--- src/sdf_fft_pkg.sv ---
package sdf_fft_pkg;

	// Width of one real or imaginary part
	localparam int sample_w = 16;

	// One complex sample, real part in the upper half
	typedef struct packed {
		logic signed [sample_w-1:0] re;
		logic signed [sample_w-1:0] im;
	} cplx_t;

	// Quarter of the frame now arriving at the stage input
	typedef enum logic [1:0] {
		load0   = 2'd0,
		load1   = 2'd1,
		load2   = 2'd2,
		compute = 2'd3
	} frame_phase_e;

endpackage

--- src/sdf_delay_line.sv ---
`timescale 1ns/1ps

module sdf_delay_line
	import sdf_fft_pkg::*;
#(
	parameter int depth = 64
) (
	input  logic  clk,
	input  logic  rst_n,
	input  logic  en_i,
	input  cplx_t data_i,
	output cplx_t data_o
);

	cplx_t sr [depth];

	// One position per enabled edge, the line holds still otherwise
	always_ff @(posedge clk) begin
		if (!rst_n) begin
			for (int i = 0; i < depth; i++) begin
				sr[i] <= '0;
			end
		end else if (en_i) begin
			sr[0] <= data_i;
			for (int i = 1; i < depth; i++) begin
				sr[i] <= sr[i-1];
			end
		end
	end

	// Oldest stored sample
	assign data_o = sr[depth-1];

	// An unknown enable would let the three lines slip against each other
	a_en_known: assert property (
		@(posedge clk) disable iff (!rst_n)
		!$isunknown(en_i)
	) else $error("sdf_delay_line: en_i is unknown");

endmodule

--- config.mk ---
export PLATFORM = sky130hd
export DESIGN_NAME = sdf_delay_line
export DESIGN_NICKNAME = d
export VERILOG_FILES = /design/src/sdf_fft_pkg.sv /design/src/sdf_delay_line.sv
export SDC_FILE = /design/constraint.sdc
export NUM_CORES = 2
export LEC_CHECK = 0
export BUFFER_PORTS_ARGS = -buffer_cell sky130_fd_sc_hd__buf_4
export CAP_MARGIN = 20
export CORE_MARGIN = 2
export CORE_UTILIZATION = 55
export CTS_CLUSTER_SIZE = 8
export DETAILED_ROUTE_END_ITERATION = 12
export HOLD_SLACK_MARGIN = 0.1
export PLACE_DENSITY = 0.71
export SYNTH_ARGS = -nofsm -noshare
export SYNTH_HDL_FRONTEND = slang
export SYNTH_SLANG_ARGS = --single-unit
--- constraint.sdc ---
create_clock -name clk -period 104.6 [get_ports clk]
set_input_delay 10.46 -clock clk [delete_from_list [all_inputs] [get_ports clk]]
set_output_delay 10.46 -clock clk [all_outputs]
set_load 0.05 [all_outputs]
### After elaboration in Yosys (flattened, before gate mapping)

Memory sizes are Yosys's and may differ from the RTL's.
Index checks and enable logic that the tools add are counted.

| word-level totals | value |
|---|---|
| input port bits | 35 |
| output and inout port bits | 32 |
| RAM bits | 2048 |
| bits in registers | 0 |
| memories | 1 |
| logic and storage cells | 133 |

Memories:

| name | words | width | rd ports | clocked after Yosys merged registers in | wr ports | RTL line | text |
|---|---|---|---|---|---|---|---|
| sr | 64 | 32 | 64 | 0 | 64 | sdf_delay_line.sv:15 | `cplx_t sr [depth];` |

| operators by class | value |
|---|---|
| bitwise gates (word level) | 64 |
| mux-type cells | 68 |

Operators with widths:

| operator | count |
|---|---|
| two-way mux 32 bit | 64 |
| bitwise OR 1 bit | 64 |
| two-way mux 1 bit | 4 |

### Logic depth before layout (Yosys ltp)

| depth | value |
|---|---|
| depth in word-level cells | 4 |
| gate-level depth with buffers | 5 |
| mapped depth without buffers | 1 |

### Worst setup path after synthesis

Ideal clock, no wire load.

| timing | value |
|---|---|
| path kind | input port to flip-flop |
| start point | in en_i |
| end point | mem sr[0][0] (netlist bit) (enable) |
| buffers on the path | 3 |
| cell stages on the path | 4 |
| arrival time | 59.627 ns |
| setup time | 2.817 ns |
| data required time | 101.783 ns |
| path slack | 42.156 ns |
| path through | buf_4 buf_4 buf_2 nand2b_1 |

RTL lines:

| what | RTL line | text |
|---|---|---|
| from (decl) | sdf_delay_line.sv:10 | `input logic en_i,` |
| to (decl) | sdf_delay_line.sv:15 |  |

==> qor.csv <==
metric;value;unit
outcome;finished, final reports clean;
required;105.05;ns
synth_area;0.0763;mm²
path_clk_slew;0.05;ns
holdWs;0.502;ns
drtPass1Iterations;4;
ios;67;
dieArea;0.142;mm²
largest_register_ff_count;2048;
die_width;377;µm
port_buffers;66;
n_fill_cell;9397;
worstPathArrival;15.45;ns
crit_path_top_delay_cell;buf_4;
cts.sinks;2048;
mostFrequentLayoutCell;edfxtp_1;
slowest_delay;0.83;ns
cts_resized;0;
cap_viol_max_count;0;
drive_gt1_share;9.42;%
ys_seq_area_share;80.6;%
slew_headroom;21.0;%
drt-initial-drc-count;3026;
r2r_setup_slack;103.74;ns
finalHoldViolCount;0;
nets;4549;
crit_path_end;sr[1][812]$_SDFFCE_PN0P_;
wire_per_inst;15.1;µm
gr-usage-all-layers;13.4;%
worstSetupPathType;input port to register;
leakagePower;36.2;nW
holdBufCountCts;0;
p_per_area;21.7;mW/mm²
dieHeight;377;µm
syn_avg_cell_area;17.1;µm²
setup_violations;0;
rsz0062_at_grt;no;
core_area;0.138;mm²
reg2reg_to;sr[0][875]$_SDFFCE_PN0P_;
rows;136;
dp_hpwl;38.1;mm
whs_path_depth;1;
cts_root_buf;clkbuf_16;
ant_nets;0;
finalMaxSlewViolations;0;
cp-startpoint;en_i;
post_cts.repair.setup_buffers;0;
setup-tns-final;0;ns
grt_pass1_vias;33200;
cp_cell_sequence;buf_8, nand2b_4, buf_12, buf_4, buf_4, buf_12;
grt_overflow;0;
reg2reg_from;sr[0][843]$_SDFFCE_PN0P_;
hp-class;register to register;
synth_cell_types;10;
regMostFlops;sr;
cts_inserted_buffers;305;
endpoint_kind;register;
clk_path_buf_depth;4;
insertion_delay;0.87;ns
grt_antenna_before_repair;0;
startpoint_type;input port;
peakVddDrop;0.0000149;V
vias_per_cell;5.32;
grt_pass1_wl;161;mm
drc;0;
gp_congestion;0.657;
cts_htree_levels;5;
min_period;15.00;ns
reg_top3;sr (2048);
grt_max_degree;300;
routed-via-count;33600;
fmax;66.7;MHz
final_cell_mix;edfxtp_1, and3_1, and2_1, clkbuf_16, buf_4;
reg2reg_depth;1;
path_max_fanout;208;
routed_wirelength;95.2;mm
tightest_slew;1.19;ns
yosys_warnings;0;
finalClockSkew;0.0310;ns
multi_input_area;0.0128;mm²
syn_inst;4477;
seq_area;0.0615;mm²
yosys_register_bits;2048;
synthesis.nets;4512;
antennaDiodeCount;0;
power;1.85;mW
fin_crit_sh;14.3;%
initial_utilization;55.5;%
cts_tree;built;
syn2layout_area_growth;12.0;%
## per-layer routing
| layer | vias to the layer above | routed length [µm] | GRT usage (%) |
|---|---|---|---|
| met2 | 414 | 43600 | 19.4 |
| met1 | 16600 | 45800 | 19.5 |
| met3 | 210 | 3270 | 3.05 |
| li1 | 16400 | - | - |
| met4 | 0 | 2470 | 5.86 |
| met5 | - | 0 | 0 |
## cells by family after synthesis
family | share of synthesized area (%)
flip-flops | 80.6
buffers and inverters | 2.65
AND/OR/NAND/NOR | 16.8
## synth_stat cells
cell	number	share of area, %
buf_4	37	0.36
edfxtp_1	2048	81
clkbuf_1	35	0.17
buf_6	10	0.15
clkbuf_2	140	0.92
clkbuf_4	5	0.049
buf_2	153	1.0
and3_1	1088	8.9
nand2b_1	1	0.0082
and2_1	960	7.9
## worst max-delay path: cells and delay by family
family        cells  cell delay [ns]
simple gates      1             0.79
buf+inv           5             3.41
## power by group
part | total, mW | internal, mW | leakage (nW) | switching (mW)
registers | 0.979 | 0.967 | 22.6 | 0.0117
clock network | 0.818 | 0.518 | 3.86 | 0.300
logic | 0.0578 | 0.0195 | 9.71 | 0.0383
## final cells by class
cell class	count	share of cell area [%]
well taps	1794	2.63
flip-flops and latches	2048	71.9
repair buffers	110	1.25
clock inverters	3	0.0395
clock buffers	312	9.13
multi-input cells	2049	15.0
## how the worst min path moves through the flow
stage | start | endpoint | slack, ns
2_1_floorplan | sr[1][968]$_SDFFCE_PN0P_ | sr[1][1000]$_SDFFCE_PN0P_ | 0.50
3_3_place_gp | sr[1][68]$_SDFFCE_PN0P_ | sr[1][100]$_SDFFCE_PN0P_ | 0.50
3_5_place_dp | sr[1][277]$_SDFFCE_PN0P_ | sr[1][309]$_SDFFCE_PN0P_ | 0.51
4_1_cts | sr[1][871]$_SDFFCE_PN0P_ | sr[1][903]$_SDFFCE_PN0P_ | 0.51
5_1_grt | sr[1][476]$_SDFFCE_PN0P_ | sr[1][508]$_SDFFCE_PN0P_ | 0.52
6_report | sr[1][640]$_SDFFCE_PN0P_ | sr[1][672]$_SDFFCE_PN0P_ | 0.50
## metrics by stage
stage | area (µm²) | setup slack (ns) | utilization (%) | std cells
after floorplan | 76300 | 42.16 | - | 4477
after global placement | 77400 | 88.67 | 56.3 | 5994
after detailed placement | 77400 | 88.55 | 56.3 | 5994
after CTS | 85300 | 89.49 | 62.0 | 6309
after global routing | 85500 | 89.01 | 62.1 | 6316
final | 85500 | 89.60 | 62.1 | 6316
No activity file was read; power rests on OpenSTA's default activity.
