--- config.mk ---
export PLATFORM = sky130hd
export DESIGN_NAME = r4_seq_ctl
export DESIGN_NICKNAME = d
export VERILOG_FILES = /design/src/sdf_fft_pkg.sv /design/src/r4_seq_ctl.sv
export SDC_FILE = /design/constraint.sdc
export NUM_CORES = 1
export LEC_CHECK = 0
export BUFFER_PORTS_ARGS = -buffer_cell sky130_fd_sc_hd__buf_2
export CAP_MARGIN = 20
export CORE_AREA = 2 2 39 41
export CTS_CLUSTER_SIZE = 24
export DETAILED_ROUTE_END_ITERATION = 10
export DIE_AREA = 0 0 41 43
export PLACE_DENSITY = 0.5
export SYNTH_ARGS = -nofsm -noshare
export SYNTH_HDL_FRONTEND = slang
export SYNTH_SLANG_ARGS = --single-unit
export TNS_END_PERCENT = 30
--- constraint.sdc ---
create_clock -name clk -period 1.3 [get_ports clk]
set_input_delay 0.26 -clock clk [delete_from_list [all_inputs] [get_ports clk]]
set_output_delay 0.26 -clock clk [all_outputs]
set_load 0.02 [all_outputs]
--- src/sdf_fft_pkg.sv ---
package sdf_fft_pkg;

	// Width of one real or imaginary part
	localparam int sample_w = 16;

	// One complex sample, real part in the upper half
	typedef struct packed {
		logic signed [sample_w-1:0] re;
		logic signed [sample_w-1:0] im;
	} cplx_t;

	// Quarter of the frame now arriving at the stage input
	typedef enum logic [1:0] {
		load0   = 2'd0,
		load1   = 2'd1,
		load2   = 2'd2,
		compute = 2'd3
	} frame_phase_e;

endpackage

--- src/r4_seq_ctl.sv ---
`timescale 1ns/1ps

module r4_seq_ctl
	import sdf_fft_pkg::*;
#(
	parameter int fft_points = 256
) (
	input  logic         clk,
	input  logic         rst_n,
	input  logic         advance_i,
	output frame_phase_e phase_o,
	output logic         primed_o
);

	localparam int cnt_w = $clog2(fft_points);

	logic [cnt_w-1:0] cnt;
	logic             primed;

	// Top two counter bits must name the quarter exactly
	if (fft_points < 16 || (1 << cnt_w) != fft_points || (cnt_w % 2) != 0) begin : g_bad_points
		$error("r4_seq_ctl: fft_points %0d is not a power of four of at least 16",
			fft_points);
	end

	// Sample index within the frame
	always_ff @(posedge clk) begin
		if (!rst_n) begin
			cnt <= '0;
		end else if (advance_i) begin
			if (cnt == cnt_w'(fft_points - 1)) begin
				cnt <= '0;
			end else begin
				cnt <= cnt + 1'b1;
			end
		end
	end

	assign phase_o = frame_phase_e'(cnt[cnt_w-1 -: 2]);

	// Delay lines hold butterfly results from here on
	always_ff @(posedge clk) begin
		if (!rst_n) begin
			primed <= 1'b0;
		end else if (phase_o == compute) begin
			primed <= 1'b1;
		end
	end

	assign primed_o = primed;

	a_primed_sticky: assert property (
		@(posedge clk) disable iff (!rst_n)
		primed_o |=> primed_o
	) else $error("r4_seq_ctl: primed_o fell without reset");

endmodule

Word-level counts from Yosys, hierarchy flattened
Cells that the tools add are included.
{"block": "totals", "mem_bits_rw": 0, "regBits": 9, "rom_bits": 0, "memories": 0, "word_cells": 6, "out_inout_bits": 3, "latchBits": 0}
{"block": "classes", "bitwise": 0, "n_addsub": 1, "n_div": 0, "mux": 1, "n_lt_le_gt_ge": 0, "n_mul": 0, "shift": 0, "reduce_logical": 0, "eq_ne": 2}
{"op": "$add A8 B1 Y8 const B", "n": 1}
{"op": "$eq A8 B8 Y1 const B", "n": 1}
{"op": "$mux W8", "n": 1}
{"op": "$eq A2 B2 Y1 const B", "n": 1}

Longest topological paths before layout
{"block": "depth", "ltp_word": 2, "depth_mapped": 4, "depth_no_buf": 4}

Worst setup path before layout
No wires, ideal clock.
{"block": "synth_path", "kind": "register to register", "start": "reg cnt[0]", "end": "reg cnt[5]", "arrival_ps": 1213, "setup_slack_ps": -1, "required_ps": 1212, "synth_period_minus_slack_ps": 1301, "path_stages_with_launch": 5, "cell_sequence": "dfxtp_1 ha_1 and4_1 a32o_1 a311oi_2"}
{"block": "synth_via", "elab_chain_cells": 2}
{"element": "from (decl)", "line_no": "r4_seq_ctl.sv:17", "text": "logic [cnt_w-1:0] cnt;"}
{"element": "from (signal assigned)", "line_no": "r4_seq_ctl.sv:34", "text": "cnt <= cnt + 1'b1;"}
{"element": "$add A8 B1 Y8 or $eq A8 B8 Y1 (tied branches)", "line_no": "r4_seq_ctl.sv:34, r4_seq_ctl.sv:31"}
{"element": "$mux W8 (*)", "line_no": "r4_seq_ctl.sv:31", "text": "if (cnt == cnt_w'(fft_points - 1)) begin"}
Every way passes the cells marked *; elsewhere a longest branch is shown, timed or not.
A chain may end at the register's enable or synchronous reset.

Worst setup path after layout
Ends and elaborated chain as after synthesis.

==> run summary <==
status: complete, no violations
proportion of layout cells with a drive suffix above 1: 32.1%
post-route core utilization: 37.8%
minimum clock period: 1260 ps
crit-path max cell delay: 330 ps
final setup margin: 35.9 ps
critical path class: flop to flop
CORE AREA: 1380 sq um
data required time of the critical path: 1460 ps
Final Cycle Share: 97.2%
clk buf depth: 2
clk root buf: clkbuf_4
worst slew pin tran: 215 ps
Max FO, Critical Path: 3
dominant cell type by area after synthesis: dfxtp_1
DRT antenna net count: 0
synthesized cell area: 449 sq um
Inserted Clock Buffers: 3
worst path buffer plus inverter count: 0
routability congestion estimate: 0.770
max cap viols: 0
Final nets: 61
DPL Wire Length: 613 um
Post-Syn Area per Cell: 9.56 sq um
P_leak: 0.242 nW
largest net degree at the start of global routing: 8
initial drt markers: 13
Die H: 43 um
Rows: 14
share of the synthesized area in the top cell type: 40.1%
Gate power share: 5.2%
Placement Cell Area: 490 sq um
clock sinks: 9
synth unique cells: 24
DR vias: 357
Seq/Total Area, Yosys: 40.1%
Hold Buf Count CTS: 0
Via density: 4.96
worst-skew pair later-pin latency: 250 ps
Total Die Area: 1760 sq um
PD cells: 1000 nW/um^2
Syn. warnings: 0
final setup violation count: 0
syn_nets: 51
ANT cells: 0
Pint: 415 uW
Syn Inst Count: 47
Post-Layout Inst Area: 523 sq um
htree depth: 1
Cell Chain, Critical Path: ha_2, and4_1, a32o_1, a311oi_2
Total Routing Usage GR: 11.6%
initial antenna violation count: 0
CTS clock-pin slew for the worst setup and hold paths: 60 ps
Final Skew: 4.11 ps
GRT overflow: 0
Die X: 41 um
CP Capture Type: flop
final WL: 819 um
area grow syn2layout: 16.4%
CTS tree: built
initial core utilization: 32.5%
worst min path class: input pin to flop
Top-Level Pins: 6
# port buffers: 5
Reg power frac: 55.2%
clock group share of total power: 39.6%
Slowest-stage cell, CP: dfxtp_2
Psw: 111 uW
vias in the first global route: 331
Place WS: -21.7 ps
CP delay by family, top: compound AO/OA/AOI/OAI gates
RSZ-0062 raised after global routing: true
first-pass GRT wire length: 1360 um
count of final max-slew check failures: 0
CP Launch Type: flop
Post-route DRC: 0
synth top area cells: dfxtp_1 40%, xor2_1 5.8%, buf_4 5.0%
Seq cells post-synth: 9
first drt pass iteration count: 4
Final Hold Viols: 0
Worst Path Arrival: 1430 ps
Avg WL per Cell: 11.4 um
VDD IR-drop max: 405 uV
sw frac: 21.1%
Max Clk Rate: 791 MHz
Slew Limit Headroom: 85.6%
[per-layer routing]
layer  vias up  track usage [%]  wire (um)
li1        185                -          -
met1       163             17.2        422
met2         9             13.8        349
met3         0             4.71         46
met4         0             6.00          0
met5         -                0          0
[kinds of logic (layout without fill, tap and decap cells)]
group,count (synthesis),in the layout,synth area share [%]
AOI/OAI and AO/OA,7,7,12.3
xor gates and xnor gates,4,4,7.80
adders and majority gates,1,1,2.79
buffers and inverters,5,14,8.36
DFF,9,9,40.1
muxes,1,1,2.23
and+or+nand+nor,20,20,26.5
[area by class of cell]
cell class | count | area, sq um
multi-input combinational | 33 | 235
tap | 16 | 20.0
sequential | 9 | 183
clock buffer | 4 | 26.3
fill | 141 | 861
timing repair buffer | 9 | 55.1
inverter | 1 | 3.75
[registers in the layout, indices dropped and copies added, names as in the netlist]
name	cells
cnt	8
primed_o	1
[path summary, 6_finish.rpt]
| kind | start | endpoint | slack, ps | depth (start not counted) |
|---|---|---|---|---|
| worst max-delay path | cnt[0] | cnt[5] | 40 | 4 |
| worst min-delay path | rst_n | cnt[3] | 300 | 2 |
| worst max register to register | cnt[0] | cnt[5] | 40 | 4 |
| worst min register to register | primed_o | primed_o | 470 | 2 |
[stage by stage]
step	setup TNS (ps)	hold WS, ps	power, mW	std cells
floorplan	0	406	0.310	47
global placement	0	445	0.321	68
detailed placement	-21.7	451	0.321	68
CTS	0	291	0.539	72
global route	-11.9	326	0.560	72
finish	0	300	0.525	72
[cells in the mapped netlist, drive strengths merged]
| cell | instances |
|---|---|
| and2 | 1 |
| and3 | 3 |
| ha | 1 |
| nand4 | 2 |
| xnor2 | 1 |
| o221ai | 1 |
| nor2 | 4 |
| o21ai | 1 |
| mux2i | 1 |
| dfxtp | 9 |
| nand4b | 1 |
| or3 | 1 |
| xor2 | 3 |
| a32o | 1 |
| a21oi | 2 |
| and4 | 2 |
| a311oi | 1 |
| a31oi | 1 |
| nor2b | 1 |
| nand2 | 3 |
| nand3 | 2 |
| buf | 4 |
| inv | 1 |
[cells in the final DEF (no fill, tap or decap)]
cell type	count
a311oi_2	1
mux2i_1	1
dfxtp_1	7
clkbuf_4	3
xor2_1	3
o21ai_0	1
nand3_1	2
nor2_1	4
buf_2	5
dfxtp_2	2
nand4b_2	1
a31oi_1	1
nand4_1	2
and2_1	1
ha_2	1
and4_2	1
and3_1	3
xnor2_1	1
inv_1	1
nand2_1	3
clkbuf_1	1
a21oi_1	2
nor2b_1	1
and4_1	1
a32o_1	1
o221ai_1	1
or3_1	1
buf_4	4
[timing repair]
| item | CTS | global route |
|---|---|---|
| resized for setup | 1 | 3 |
| pin swaps | 1 | 0 |
| buffers inserted | 0 | 0 |
| setup endpoints to repair | 1 | 2 |
[power groups by stage]
stage	logic, mW	registers [mW]	clock network (mW)
after floorplan	0.0167	0.293	0
after global placement	0.0275	0.294	0
after detailed placement	0.0271	0.294	0
after CTS	0.0277	0.288	0.223
after global routing	0.0312	0.290	0.239
final	0.0274	0.290	0.208
Power figures use the tool's default switching activity.
