## config.mk

```make
export PLATFORM = sky130hd
export DESIGN_NAME = r4_butterfly
export DESIGN_NICKNAME = d
export VERILOG_FILES = /design/src/sdf_fft_pkg.sv /design/src/r4_butterfly.sv
export SDC_FILE = /design/constraint.sdc
export NUM_CORES = 1
export LEC_CHECK = 0
export BUFFER_PORTS_ARGS = -buffer_cell sky130_fd_sc_hd__buf_2
export CAP_MARGIN = 20
export CORE_AREA = 2 2 168 170
export DETAILED_ROUTE_END_ITERATION = 7
export DIE_AREA = 0 0 170 172
export MAX_ROUTING_LAYER = met4
export PLACE_DENSITY = 0.67
export RECOVER_POWER = 100
export SLEW_MARGIN = 0
export SYNTH_ARGS = -nofsm -noshare
export SYNTH_HDL_FRONTEND = slang
export SYNTH_SLANG_ARGS = --single-unit
```

## constraint.sdc

```tcl
create_clock -name vclk -period 5.6
set_input_delay 0 -clock vclk [all_inputs]
set_output_delay 0 -clock vclk [all_outputs]
set_load 0.02 [all_outputs]
```

## src/sdf_fft_pkg.sv

```systemverilog
package sdf_fft_pkg;

	// Width of one real or imaginary part
	localparam int sample_w = 16;

	// One complex sample, real part in the upper half
	typedef struct packed {
		logic signed [sample_w-1:0] re;
		logic signed [sample_w-1:0] im;
	} cplx_t;

	// Quarter of the frame now arriving at the stage input
	typedef enum logic [1:0] {
		load0   = 2'd0,
		load1   = 2'd1,
		load2   = 2'd2,
		compute = 2'd3
	} frame_phase_e;

endpackage

```

## src/r4_butterfly.sv

```systemverilog
`timescale 1ns/1ps

module r4_butterfly
	import sdf_fft_pkg::*;
(
	input  cplx_t a_i,
	input  cplx_t b_i,
	input  cplx_t c_i,
	input  cplx_t d_i,
	output cplx_t x0_o,
	output cplx_t x1_o,
	output cplx_t x2_o,
	output cplx_t x3_o
);

	// Two guard bits hold a sum of four full-scale parts
	typedef logic signed [sample_w+1:0] wide_t;

	function automatic wide_t ext(input logic signed [sample_w-1:0] v);
		return wide_t'(v);
	endfunction

	// Divide by four, the result always fits in sample_w bits
	function automatic logic signed [sample_w-1:0] scale(input wide_t s);
		wide_t t;
		t = s >>> 2;
		return t[sample_w-1:0];
	endfunction

	wide_t ar;
	wide_t ai;
	wide_t br;
	wide_t bi;
	wide_t cr;
	wide_t ci;
	wide_t dr;
	wide_t di;
	wide_t s0_re;
	wide_t s0_im;
	wide_t s1_re;
	wide_t s1_im;
	wide_t s2_re;
	wide_t s2_im;
	wide_t s3_re;
	wide_t s3_im;

	assign ar = ext(a_i.re);
	assign ai = ext(a_i.im);
	assign br = ext(b_i.re);
	assign bi = ext(b_i.im);
	assign cr = ext(c_i.re);
	assign ci = ext(c_i.im);
	assign dr = ext(d_i.re);
	assign di = ext(d_i.im);

	// X0 = a + b + c + d
	assign s0_re = ar + br + cr + dr;
	assign s0_im = ai + bi + ci + di;

	// X1 = a - jb - c + jd
	// -jb gives (bi, -br), +jd gives (-di, dr)
	assign s1_re = ar + bi - cr - di;
	assign s1_im = ai - br - ci + dr;

	// X2 = a - b + c - d
	assign s2_re = ar - br + cr - dr;
	assign s2_im = ai - bi + ci - di;

	// X3 = a + jb - c - jd
	assign s3_re = ar - bi - cr + di;
	assign s3_im = ai + br - ci - dr;

	assign x0_o = '{re: scale(s0_re), im: scale(s0_im)};
	assign x1_o = '{re: scale(s1_re), im: scale(s1_im)};
	assign x2_o = '{re: scale(s2_re), im: scale(s2_im)};
	assign x3_o = '{re: scale(s3_re), im: scale(s3_im)};

endmodule

```

### Yosys cells after proc, flatten, opt, wreduce, memory -nomap -nowiden

Cells that the tools add are included.
W data, S select, Z words.

| storage, ports and cells | value |
|---|---|
| register bits | 0 |
| input bits | 128 |
| output and inout bits | 128 |
| word-level logic and storage cells | 24 |

| cells by class | value |
|---|---|
| $add $sub $neg | 24 |

Operators with widths:

| kind | number |
|---|---|
| $add A17 B16 Y18 | 4 |
| $add A18 B16 Y18 | 4 |
| $sub A17 B16 Y18 | 4 |
| $sub A18 B16 Y18 | 4 |
| $add A16 B16 Y17 | 4 |
| $sub A16 B16 Y17 | 4 |

### Depth between registers and ports, before layout

Gate-level depths: netlist (run 1).

| depth | value |
|---|---|
| word-level depth | 3 |
| mapped depth | 13 |

### Worst setup path before layout (run 1)

OpenSTA, ideal clock, no wires.

| timing | value |
|---|---|
| path type | input port to output port |
| from | in a_i[4] in the netlist's numbering |
| to | out x1_o[15] in the netlist's numbering |
| data arrival time | 3.155 ns |
| required time | 5.600 ns |
| path slack | 2.445 ns |
| stages on the path | 11 |
| path buffers | 0 |
| cells stage by stage | inv_1 > fa_1 > fa_1 > inv_1 > ha_1 > a21o_1 > a2111o_1 > o21ai_0 > o21bai_1 > o31a_1 > xnor2_1 |

RTL lines:

| item | line | text |
|---|---|---|
| start: declaration | r4_butterfly.sv:6 | `input cplx_t a_i,` |
| end: declaration | r4_butterfly.sv:11 | `output cplx_t x1_o,` |

==> results of run 1 <==
==> where the power goes <==
| part | switching (mW) | internal [mW] |
|---|---|---|
| Sequential | 0 | 0 |
| Clock | 0 | 0.000000430 |
| Combinational | 3.56 | 1.92 |
==> tightest hold or removal path, delay by kind of cell <==
family                    cells  cell delay (ps)
xor gates and xnor gates      1              120
buffers and inverters         2              330
AOI/OAI and AO/OA             1              110
==> layout make-up <==
class              instances  area, sq um
fillers                 2778        13700
inverters                398         1490
well taps                346          433
diodes                    18         45.0
multi-input cells        982        10700
repair buffers           256         1120
==> metal layers <==
| layer | routed length [um] | track usage, % |
|---|---|---|
| met5 | 0 | - |
| met4 | 1200 | 6.54 |
| met3 | 2420 | 4.19 |
| met2 | 19100 | 49.2 |
| met1 | 14800 | 30.7 |
==> stage by stage <==
step | instances | utilization [%]
3_5_place_dp | 1982 | 50.5
6_report | 2000 | 50.1
3_3_place_gp | 1982 | 50.5
5_1_grt | 1999 | 50.1
2_1_floorplan | 1383 | -
4_1_cts | 1982 | 50.5
==> kinds of logic after synthesis <==
kind of cell | synth area share, %
AO/OA/AOI/OAI | 14.5
XOR/XNOR | 8.34
adder cells (fa/ha/maj) | 55.9
buffers and inverters | 12.4
multiplexers | 0.246
AND/OR/NAND/NOR | 8.65
==> worst min-delay path by stage <==
stage,start,endpoint,slack (ps),cells after the start
2_1_floorplan,a_i[17],x1_o[16],270,2
3_3_place_gp,a_i[1],x2_o[0],520,4
3_5_place_dp,a_i[1],x2_o[0],530,4
4_1_cts,a_i[1],x2_o[0],530,4
5_1_grt,a_i[17],x1_o[16],600,4
6_report,a_i[17],x2_o[16],570,4
==> cells in the final DEF, fill, tap and decap left out, drive strengths merged, types with 10 or more instances in the layout <==
master  netlist  routed
nand2        41      41
a211oi       15      15
nand3        18      18
a21o         29      29
nor2         51      51
diode         0      18
inv         398     398
o211ai       11      11
xnor2        74      74
a21oi        82      82
o21a         13      13
and2         10      10
clkbuf        3     125
nand2b       13      13
a31oi        20      20
fa          258     258
o21ai        43      43
ha          132     132
nor3         12      12
xor2         42      42
buf           0     131
==> metrics.yaml, run 1 <==
floorplan:
  ioPinCount: 256
  die-area_sq_mm: 0.0292
  core-area_sq_mm: 0.0275
  initial_core_util_pct: 44.3
  rows: 61
  die_y_um: 172
  die_w_um: 170
sta:
  rsz0062_at_grt: "no"
  hold_viol_final: 0
  timing.hold.ws_ps: 566
  fin_crit_sh_pct: 74.1
  maxSlewHeadroom_pct: 36.5
  fin_ws_ps: 1450
  drv_slew: 0
  setup_viol: 0
  fin_tns_setup_ps: 0
  fmax_mhz: 241
  worst_pin_slew_ps: 928
  period_minus_slack_ps: 4150
critical_path:
  worst-path-stages: 15
  crit_family: "compound AO/OA/AOI/OAI gates"
  worst_ep_required_time_ps: 5600
  crit_path_start: "a_i[1]"
  cp_slowest_cell: "fa_1"
  cp.arrival_ps: 4150
  path_max_fanout: 7
  worstSetupEndpointType: "primary output"
  path_buf_inv: 4
  cp-start-kind: "input port"
  crit_end: "x0_o[13]"
  path_common_cell: "fa_1"
  crit_chain: "clkbuf_1, inv_1, fa_1, inv_1, fa_1, nand2_1, nor2_1, fa_1, a211oi_1, o211ai_1, a221oi_1, a21oi_1, nor4_1, a311o_1, clkbuf_1"
  cpPeakStageDelay_ps: 570
  worstSetupPathType: "in2out"
detailed_routing:
  via_count: 10400
  antenna_left: 0
  first_pass_iters: 5
  wire_per_inst_um: 18.7
  vias_per_cell: 5.18
  postRouteWirelength_mm: 37.5
  first_iter_violations: 484
  drc: 0
clock_network:
  cts.repair.resized: 0
  cts_hold_buffers: 0
  cts_setup_buffers: 0
final_layout:
  nFlopsAndLatches: 0
  seq_area_sq_um: 0
  area_delta_synth_final_pct: 13.0
  drive_gt1_share_pct: 8.99
  fin_nets: 2156
  nClkBuffers: 0
  final_area_sq_mm: 0.0138
synthesis:
  synthTopCellsByCount: "inv_1, fa_1, ha_1, a21oi_1, xnor2_1"
  syn_avg_cell_area_sq_um: 8.81
  ys_seq_area_share_pct: 0
  syn_area_sq_mm: 0.0122
  yosys-top-cells-area: "fa_1, ha_1, inv_1, xnor2_1, a21oi_1"
  synth.top_cell.area_share_pct: 42.4
  synth_top_area_cell: "fa_1"
  yosys.cell_types.count: 62
  yosys_warnings: 0
  synth_cells: 1383
  syn-num-nets: 1901
  yosysMostFrequentCell: "inv_1"
place:
  place_congestion: 0.947
  place_worst_setup_slack_ps: 1760
  io_buffers: 256
  placed_area_sq_mm: 0.0139
  hpwlAfterDp_mm: 35.2
run:
  maxCapViolCount: 0
pwr:
  p_leak_nw: 7.17
  vdd_drop_max_uv: 319
  total_power_mw: 5.48
  p_per_area_mw_per_mm2: 398
run_status:
  status: "finished clean"
grt:
  grt_overflow: 0
  grt_pass1_vias: 10700
  grt_pass1_wl_mm: 57.1
  antenna_found_initial: 17
  grt_max_degree: 10
  track_usage_pct: 26.7
hold_path:
  hold_path.class: "in2out"
(Power assumes the default switching activity.)
==> inputs of run 2 (changes only) <==
==> constraint.sdc (replaced) <==
create_clock -name vclk -period 3.9
set_input_delay 0 -clock vclk [all_inputs]
set_output_delay 0 -clock vclk [all_outputs]
set_load 0.02 [all_outputs]
==> metrics.yaml, run 2 (same netlist as run 1, synthesis figures left out) <==
run_status:
  status: "finished clean"  # unchanged
critical_path:
  path_max_fanout: 7  # unchanged
  crit_chain: "buf_2, inv_1, fa_1, inv_1, fa_1, ha_1, and4b_1, o31ai_1, a21oi_1, a211oi_1, o31ai_1, xor2_1, clkbuf_1"  # was clkbuf_1, inv_1, fa_1, inv_1, fa_1, nand2_1, nor2_1, fa_1, a211oi_1, o211ai_1, a221oi_1, a21oi_1, nor4_1, a311o_1, clkbuf_1
  worstSetupEndpointType: "primary output"  # unchanged
  cp-start-kind: "input port"  # unchanged
  crit_family: "compound AO/OA/AOI/OAI gates"  # unchanged
  cpPeakStageDelay_ps: 540  # was 570 ps
  cp.arrival_ps: 3670  # was 4150 ps
  path_buf_inv: 4  # unchanged
  cp_slowest_cell: "o31ai_1"  # was fa_1
  worst_ep_required_time_ps: 3900  # was 5600 ps
  worstSetupPathType: "in2out"  # unchanged
floorplan:
  ioPinCount: 256  # unchanged
  die-area_sq_mm: 0.0292  # unchanged
  core-area_sq_mm: 0.0275  # unchanged
  rows: 61  # unchanged
  die_y_um: 172  # unchanged
  die_w_um: 170  # unchanged
  initial_core_util_pct: 44.3  # unchanged
final_layout:
  fillers: 2785  # was 2778
  nClkBuffers: 0  # unchanged
  drive_gt1_share_pct: 10.1  # was 8.99%
  multi_input_area_sq_mm: 0.0107  # about the same
  area_delta_synth_final_pct: 13.7  # was 13.0%
  layout_common_cells: "inv_1, fa_1, buf_2"  # was inv_1, fa_1, ha_1
  final_common_cell: "inv_1"  # unchanged
  seq_area_sq_um: 0  # unchanged
  fin_nets: 2166  # was 2156
  nFlopsAndLatches: 0  # unchanged
  final_core_util_pct: 50.4  # was 50.1%
detailed_routing:
  drc: 0  # unchanged
  via_count: 10300  # was 10400
  vias_per_cell: 5.14  # was 5.18
  postRouteWirelength_mm: 37.8  # was 37.5 mm
  first_pass_iters: 5  # unchanged
  antenna_left: 0  # unchanged
  first_iter_violations: 607  # was 484
  wire_per_inst_um: 18.8  # was 18.7 um
pwr:
  p_sw_mw: 5.12  # was 3.56 mW
  vdd_drop_max_uv: 469  # was 319 uV
  swShare_pct: 64.5  # was 65.0%
  power_frac_seq_pct: 0  # about the same
  p_per_area_mw_per_mm2: 573  # was 398 mW/mm^2
  intPower_mw: 2.82  # was 1.92 mW
  p_comb_share_pct: 100.0  # about the same
  p_clk_share_pct: 0  # about the same
  p_leak_nw: 7.24  # was 7.17 nW
  total_power_mw: 7.94  # was 5.48 mW
sta:
  hold_viol_final: 0  # unchanged
  fin_crit_sh_pct: 94.1
  period_minus_slack_ps: 3670
  rsz0062_at_grt: "no"  # unchanged
  drv_slew: 0  # unchanged
  timing.hold.ws_ps: 562  # was 566 ps
  setup_viol: 0  # unchanged
  fin_tns_setup_ps: 0  # unchanged
  fmax_mhz: 273
  maxSlewHeadroom_pct: 56.8  # was 36.5%
  worst_pin_slew_ps: 642  # was 928 ps
place:
  hpwlAfterDp_mm: 35.3  # was 35.2 mm
  place_congestion: 0.976  # was 0.947
  io_buffers: 256  # unchanged
hold_path:
  hold_path.class: "in2out"  # unchanged
grt:
  grt_pass1_wl_mm: 56.8  # was 57.1 mm
  track_usage_pct: 26.7  # about the same
  grt_max_degree: 10  # unchanged
  grt_pass1_vias: 10600  # was 10700
  grt_overflow: 0  # unchanged
  antenna_found_initial: 17  # unchanged
clock_network:
  cts_hold_buffers: 0  # unchanged
run:
  maxCapViolCount: 0  # unchanged
[run 2: cell types whose count changed in the layout (fill, tap and decap cells not counted), sizes merged]
cell / before / now
buf: 131 / 144
clkbuf: 125 / 122
[run 2: what timing repair did]
action | CTS | global route
endpoints found under the setup margin | 0 | 2
resized for setup | 0 | 2
setup buffers | 0 | 0
[run 2: through the flow]
| stage | cells | worst slack (ps) | area, sq um |
|---|---|---|---|
| 2_1_floorplan | 1383 | 745 | 12200 |
| 3_3_place_gp | 1992 | 205 | 14000 |
| 3_5_place_dp | 1992 | 183 | 14000 |
| 4_1_cts | 1992 | 148 | 14000 |
| 5_1_grt | 2009 | 41.0 | 13900 |
| 6_report | 2010 | 232 | 13900 |
[run 2: metal layers]
metal  GRT usage (%)  routed length (um)  vias to the layer above  share of wire, %
li1                -                   -                     4956                 -
met1            31.0               14900                     4973                39
met2            47.9               19000                      358                50
met3            3.98                2430                       53               6.4
met4            8.47                1400                        0               3.7
met5               -                   0                        -                 0
[run 2: final cells by class]
type,instances,share of cell area [%]
antenna,18,0.325
inverter,398,10.8
multi-input combinational,982,77.1
tap,346,3.12
timing repair buffer,266,8.67
[run 2: power groups by stage]
stage,logic [mW],registers [mW],clock network [mW]
2_1_floorplan,5.66,0,0
3_3_place_gp,8.11,0,0
3_5_place_dp,8.17,0,0
4_1_cts,8.22,0,0
5_1_grt,8.71,0,0.000000583
6_report,7.94,0,0.000000618
[run 2: final timing paths]
check	endpoint	from	depth (start not counted)	slack, ps
min	x2_o[0]	a_i[1]	4	560
max	x0_o[12]	a_i[1]	13	230
==> inputs of run 3 (changes only) <==
--- a/config.mk
+++ b/config.mk
@@ -12,7 +12,7 @@
 export DIE_AREA = 0 0 170 172
 export MAX_ROUTING_LAYER = met4
 export PLACE_DENSITY = 0.67
-export RECOVER_POWER = 100
+export RECOVER_POWER = 50
 export SLEW_MARGIN = 0
 export SYNTH_ARGS = -nofsm -noshare
 export SYNTH_HDL_FRONTEND = slang
==> metrics.yaml, run 3 (same netlist as run 1, synthesis figures left out) <==
sta:
  period_minus_slack_ps: 3570  # was 3670 ps
  drv_slew: 0  # unchanged
  rsz0062_at_grt: "no"  # unchanged
  worst_pin_slew_ps: 546  # was 642 ps
  fin_tns_setup_ps: 0  # unchanged
  fin_crit_sh_pct: 91.6  # was 94.1%
  maxSlewHeadroom_pct: 63.6  # was 56.8%
  setup_viol: 0  # unchanged
  hold_viol_final: 0  # unchanged
  fmax_mhz: 280  # was 273 MHz
place:
  place_congestion: 0.976  # unchanged
  hpwlAfterDp_mm: 35.3  # unchanged
  io_buffers: 256  # unchanged
detailed_routing:
  drc: 0  # unchanged
  wl_met1_mm: 15.0  # was 14.9 mm
  antenna_left: 0  # unchanged
  highest_layer: "met4"  # unchanged
  met2RoutedLength_mm: 19.0  # about the same
  wire_per_inst_um: 18.8  # about the same
  postRouteWirelength_mm: 37.8  # about the same
  first_iter_violations: 554  # was 607
  via_count: 10300  # about the same
  wl_met3_mm: 2.35  # was 2.43 mm
  first_pass_iters: 5  # unchanged
  vias_per_cell: 5.13  # was 5.14
critical_path:
  worstSetupEndpointType: "primary output"  # unchanged
  crit_chain: "buf_2, inv_1, fa_1, inv_1, fa_1, nand2_1, nor2_1, fa_1, a211oi_2, o211ai_1, a221oi_2, a21oi_1, a31oi_1, xnor2_1, buf_2"  # was buf_2, inv_1, fa_1, inv_1, fa_1, ha_1, and4b_1, o31ai_1, a21oi_1, a211oi_1, o31ai_1, xor2_1, clkbuf_1
  cpPeakStageDelay_ps: 530  # was 540 ps
  worstSetupPathType: "in2out"  # unchanged
  cp-start-kind: "input port"  # unchanged
  worst_ep_required_time_ps: 3900  # about the same
  cp.arrival_ps: 3570  # was 3670 ps
  path_max_fanout: 7  # unchanged
  cp_slowest_cell: "fa_1"  # was o31ai_1
  path_common_cell: "fa_1"
pwr:
  p_per_area_mw_per_mm2: 580  # was 573 mW/mm^2
  p_leak_nw: 7.40  # was 7.24 nW
  vdd_drop_max_uv: 493  # was 469 uV
final_layout:
  drive_gt1_share_pct: 13.7  # was 10.1%
  area_delta_synth_final_pct: 14.4  # was 13.7%
  fillers: 2747  # was 2785
  seq_area_sq_um: 0  # unchanged
  final_common_cell: "inv_1"  # unchanged
  nClkBuffers: 0  # unchanged
  nFlopsAndLatches: 0  # unchanged
  multi_input_area_sq_mm: 0.0107  # about the same
  final_core_util_pct: 50.8  # was 50.4%
  layout_common_cells: "inv_1, fa_1, buf_2"  # unchanged
  fin_nets: 2166  # unchanged
grt:
  grt_max_degree: 10  # unchanged
  grt_overflow: 0  # unchanged
  grt_pass1_wl_mm: 56.8  # unchanged
  antenna_found_initial: 17  # unchanged
  grt_pass1_vias: 10600  # unchanged
  track_usage_pct: 26.7  # unchanged
hold_path:
  hold_path.class: "in2out"  # unchanged
run:
  maxCapViolCount: 0  # unchanged
floorplan:
  initial_core_util_pct: 44.3  # unchanged
  ioPinCount: 256  # unchanged
  core-area_sq_mm: 0.0275  # unchanged
  die_w_um: 170  # unchanged
  rows: 61  # unchanged
  die_y_um: 172  # unchanged
  die-area_sq_mm: 0.0292  # unchanged
run_status:
  status: "finished clean"  # unchanged
clock_network:
  cts_setup_buffers: 0  # unchanged
  cts_hold_buffers: 0  # unchanged
  cts.repair.resized: 0  # unchanged
==> run 3: cell count changes in the layout (fill, tap and decap cells not counted), sizes merged <==
| cell | before | now |
|---|---|---|
| buf | 144 | 205 |
| clkbuf | 122 | 61 |
| diode | 18 | 19 |
==> run 3: layout make-up <==
cell class,instances,area share [%]
Multi-Input combinational cell,982,76.7
Inverter,398,10.7
Timing Repair Buffer,266,9.18
Tap cell,346,3.10
Antenna cell,19,0.341
==> run 3: final timing paths <==
kind	cells past startpoint	end	startpoint	slack (ps)
worst min-delay path	4	x2_o[0]	a_i[1]	560
worst max-delay path	15	x0_o[15]	a_i[1]	330
==> run 3: layer usage <==
layer | vias to the layer above | GRT usage (%)
met4 | 0 | 8.47
li1 | 4954 | -
met1 | 4981 | 31.0
met3 | 55 | 3.98
met2 | 336 | 47.9
met5 | - | -
==> run 3: where the power goes <==
group / internal (mW) / switching (mW)
Clock: 0.000000652 / 0
Sequential: 0 / 0
Combinational: 2.97 / 5.11
Total: 2.97 / 5.11
==> run 3: worst max-delay path, delay by kind of cell <==
family	cells	cell delay, ps
compound gates	5	1320
xor+xnor	1	140
fa+ha+maj	3	1470
buf+inv	4	490
simple gates	2	130
==> run 3: through the flow <==
stage / area [sq um] / total power, mW / worst slack (ps) / instances / hold slack [ps]
CTS: 14000 / 8.22 / 148 / 1992 / 550
detailed placement: 14000 / 8.17 / 183 / 1992 / 554
finish: 13900 / 8.08 / 329 / 2011 / 562
global route: 13900 / 8.86 / 39.9 / 2009 / 607
floorplan: 12200 / 5.66 / 745 / 1383 / 273
global placement: 14000 / 8.11 / 205 / 1992 / 536
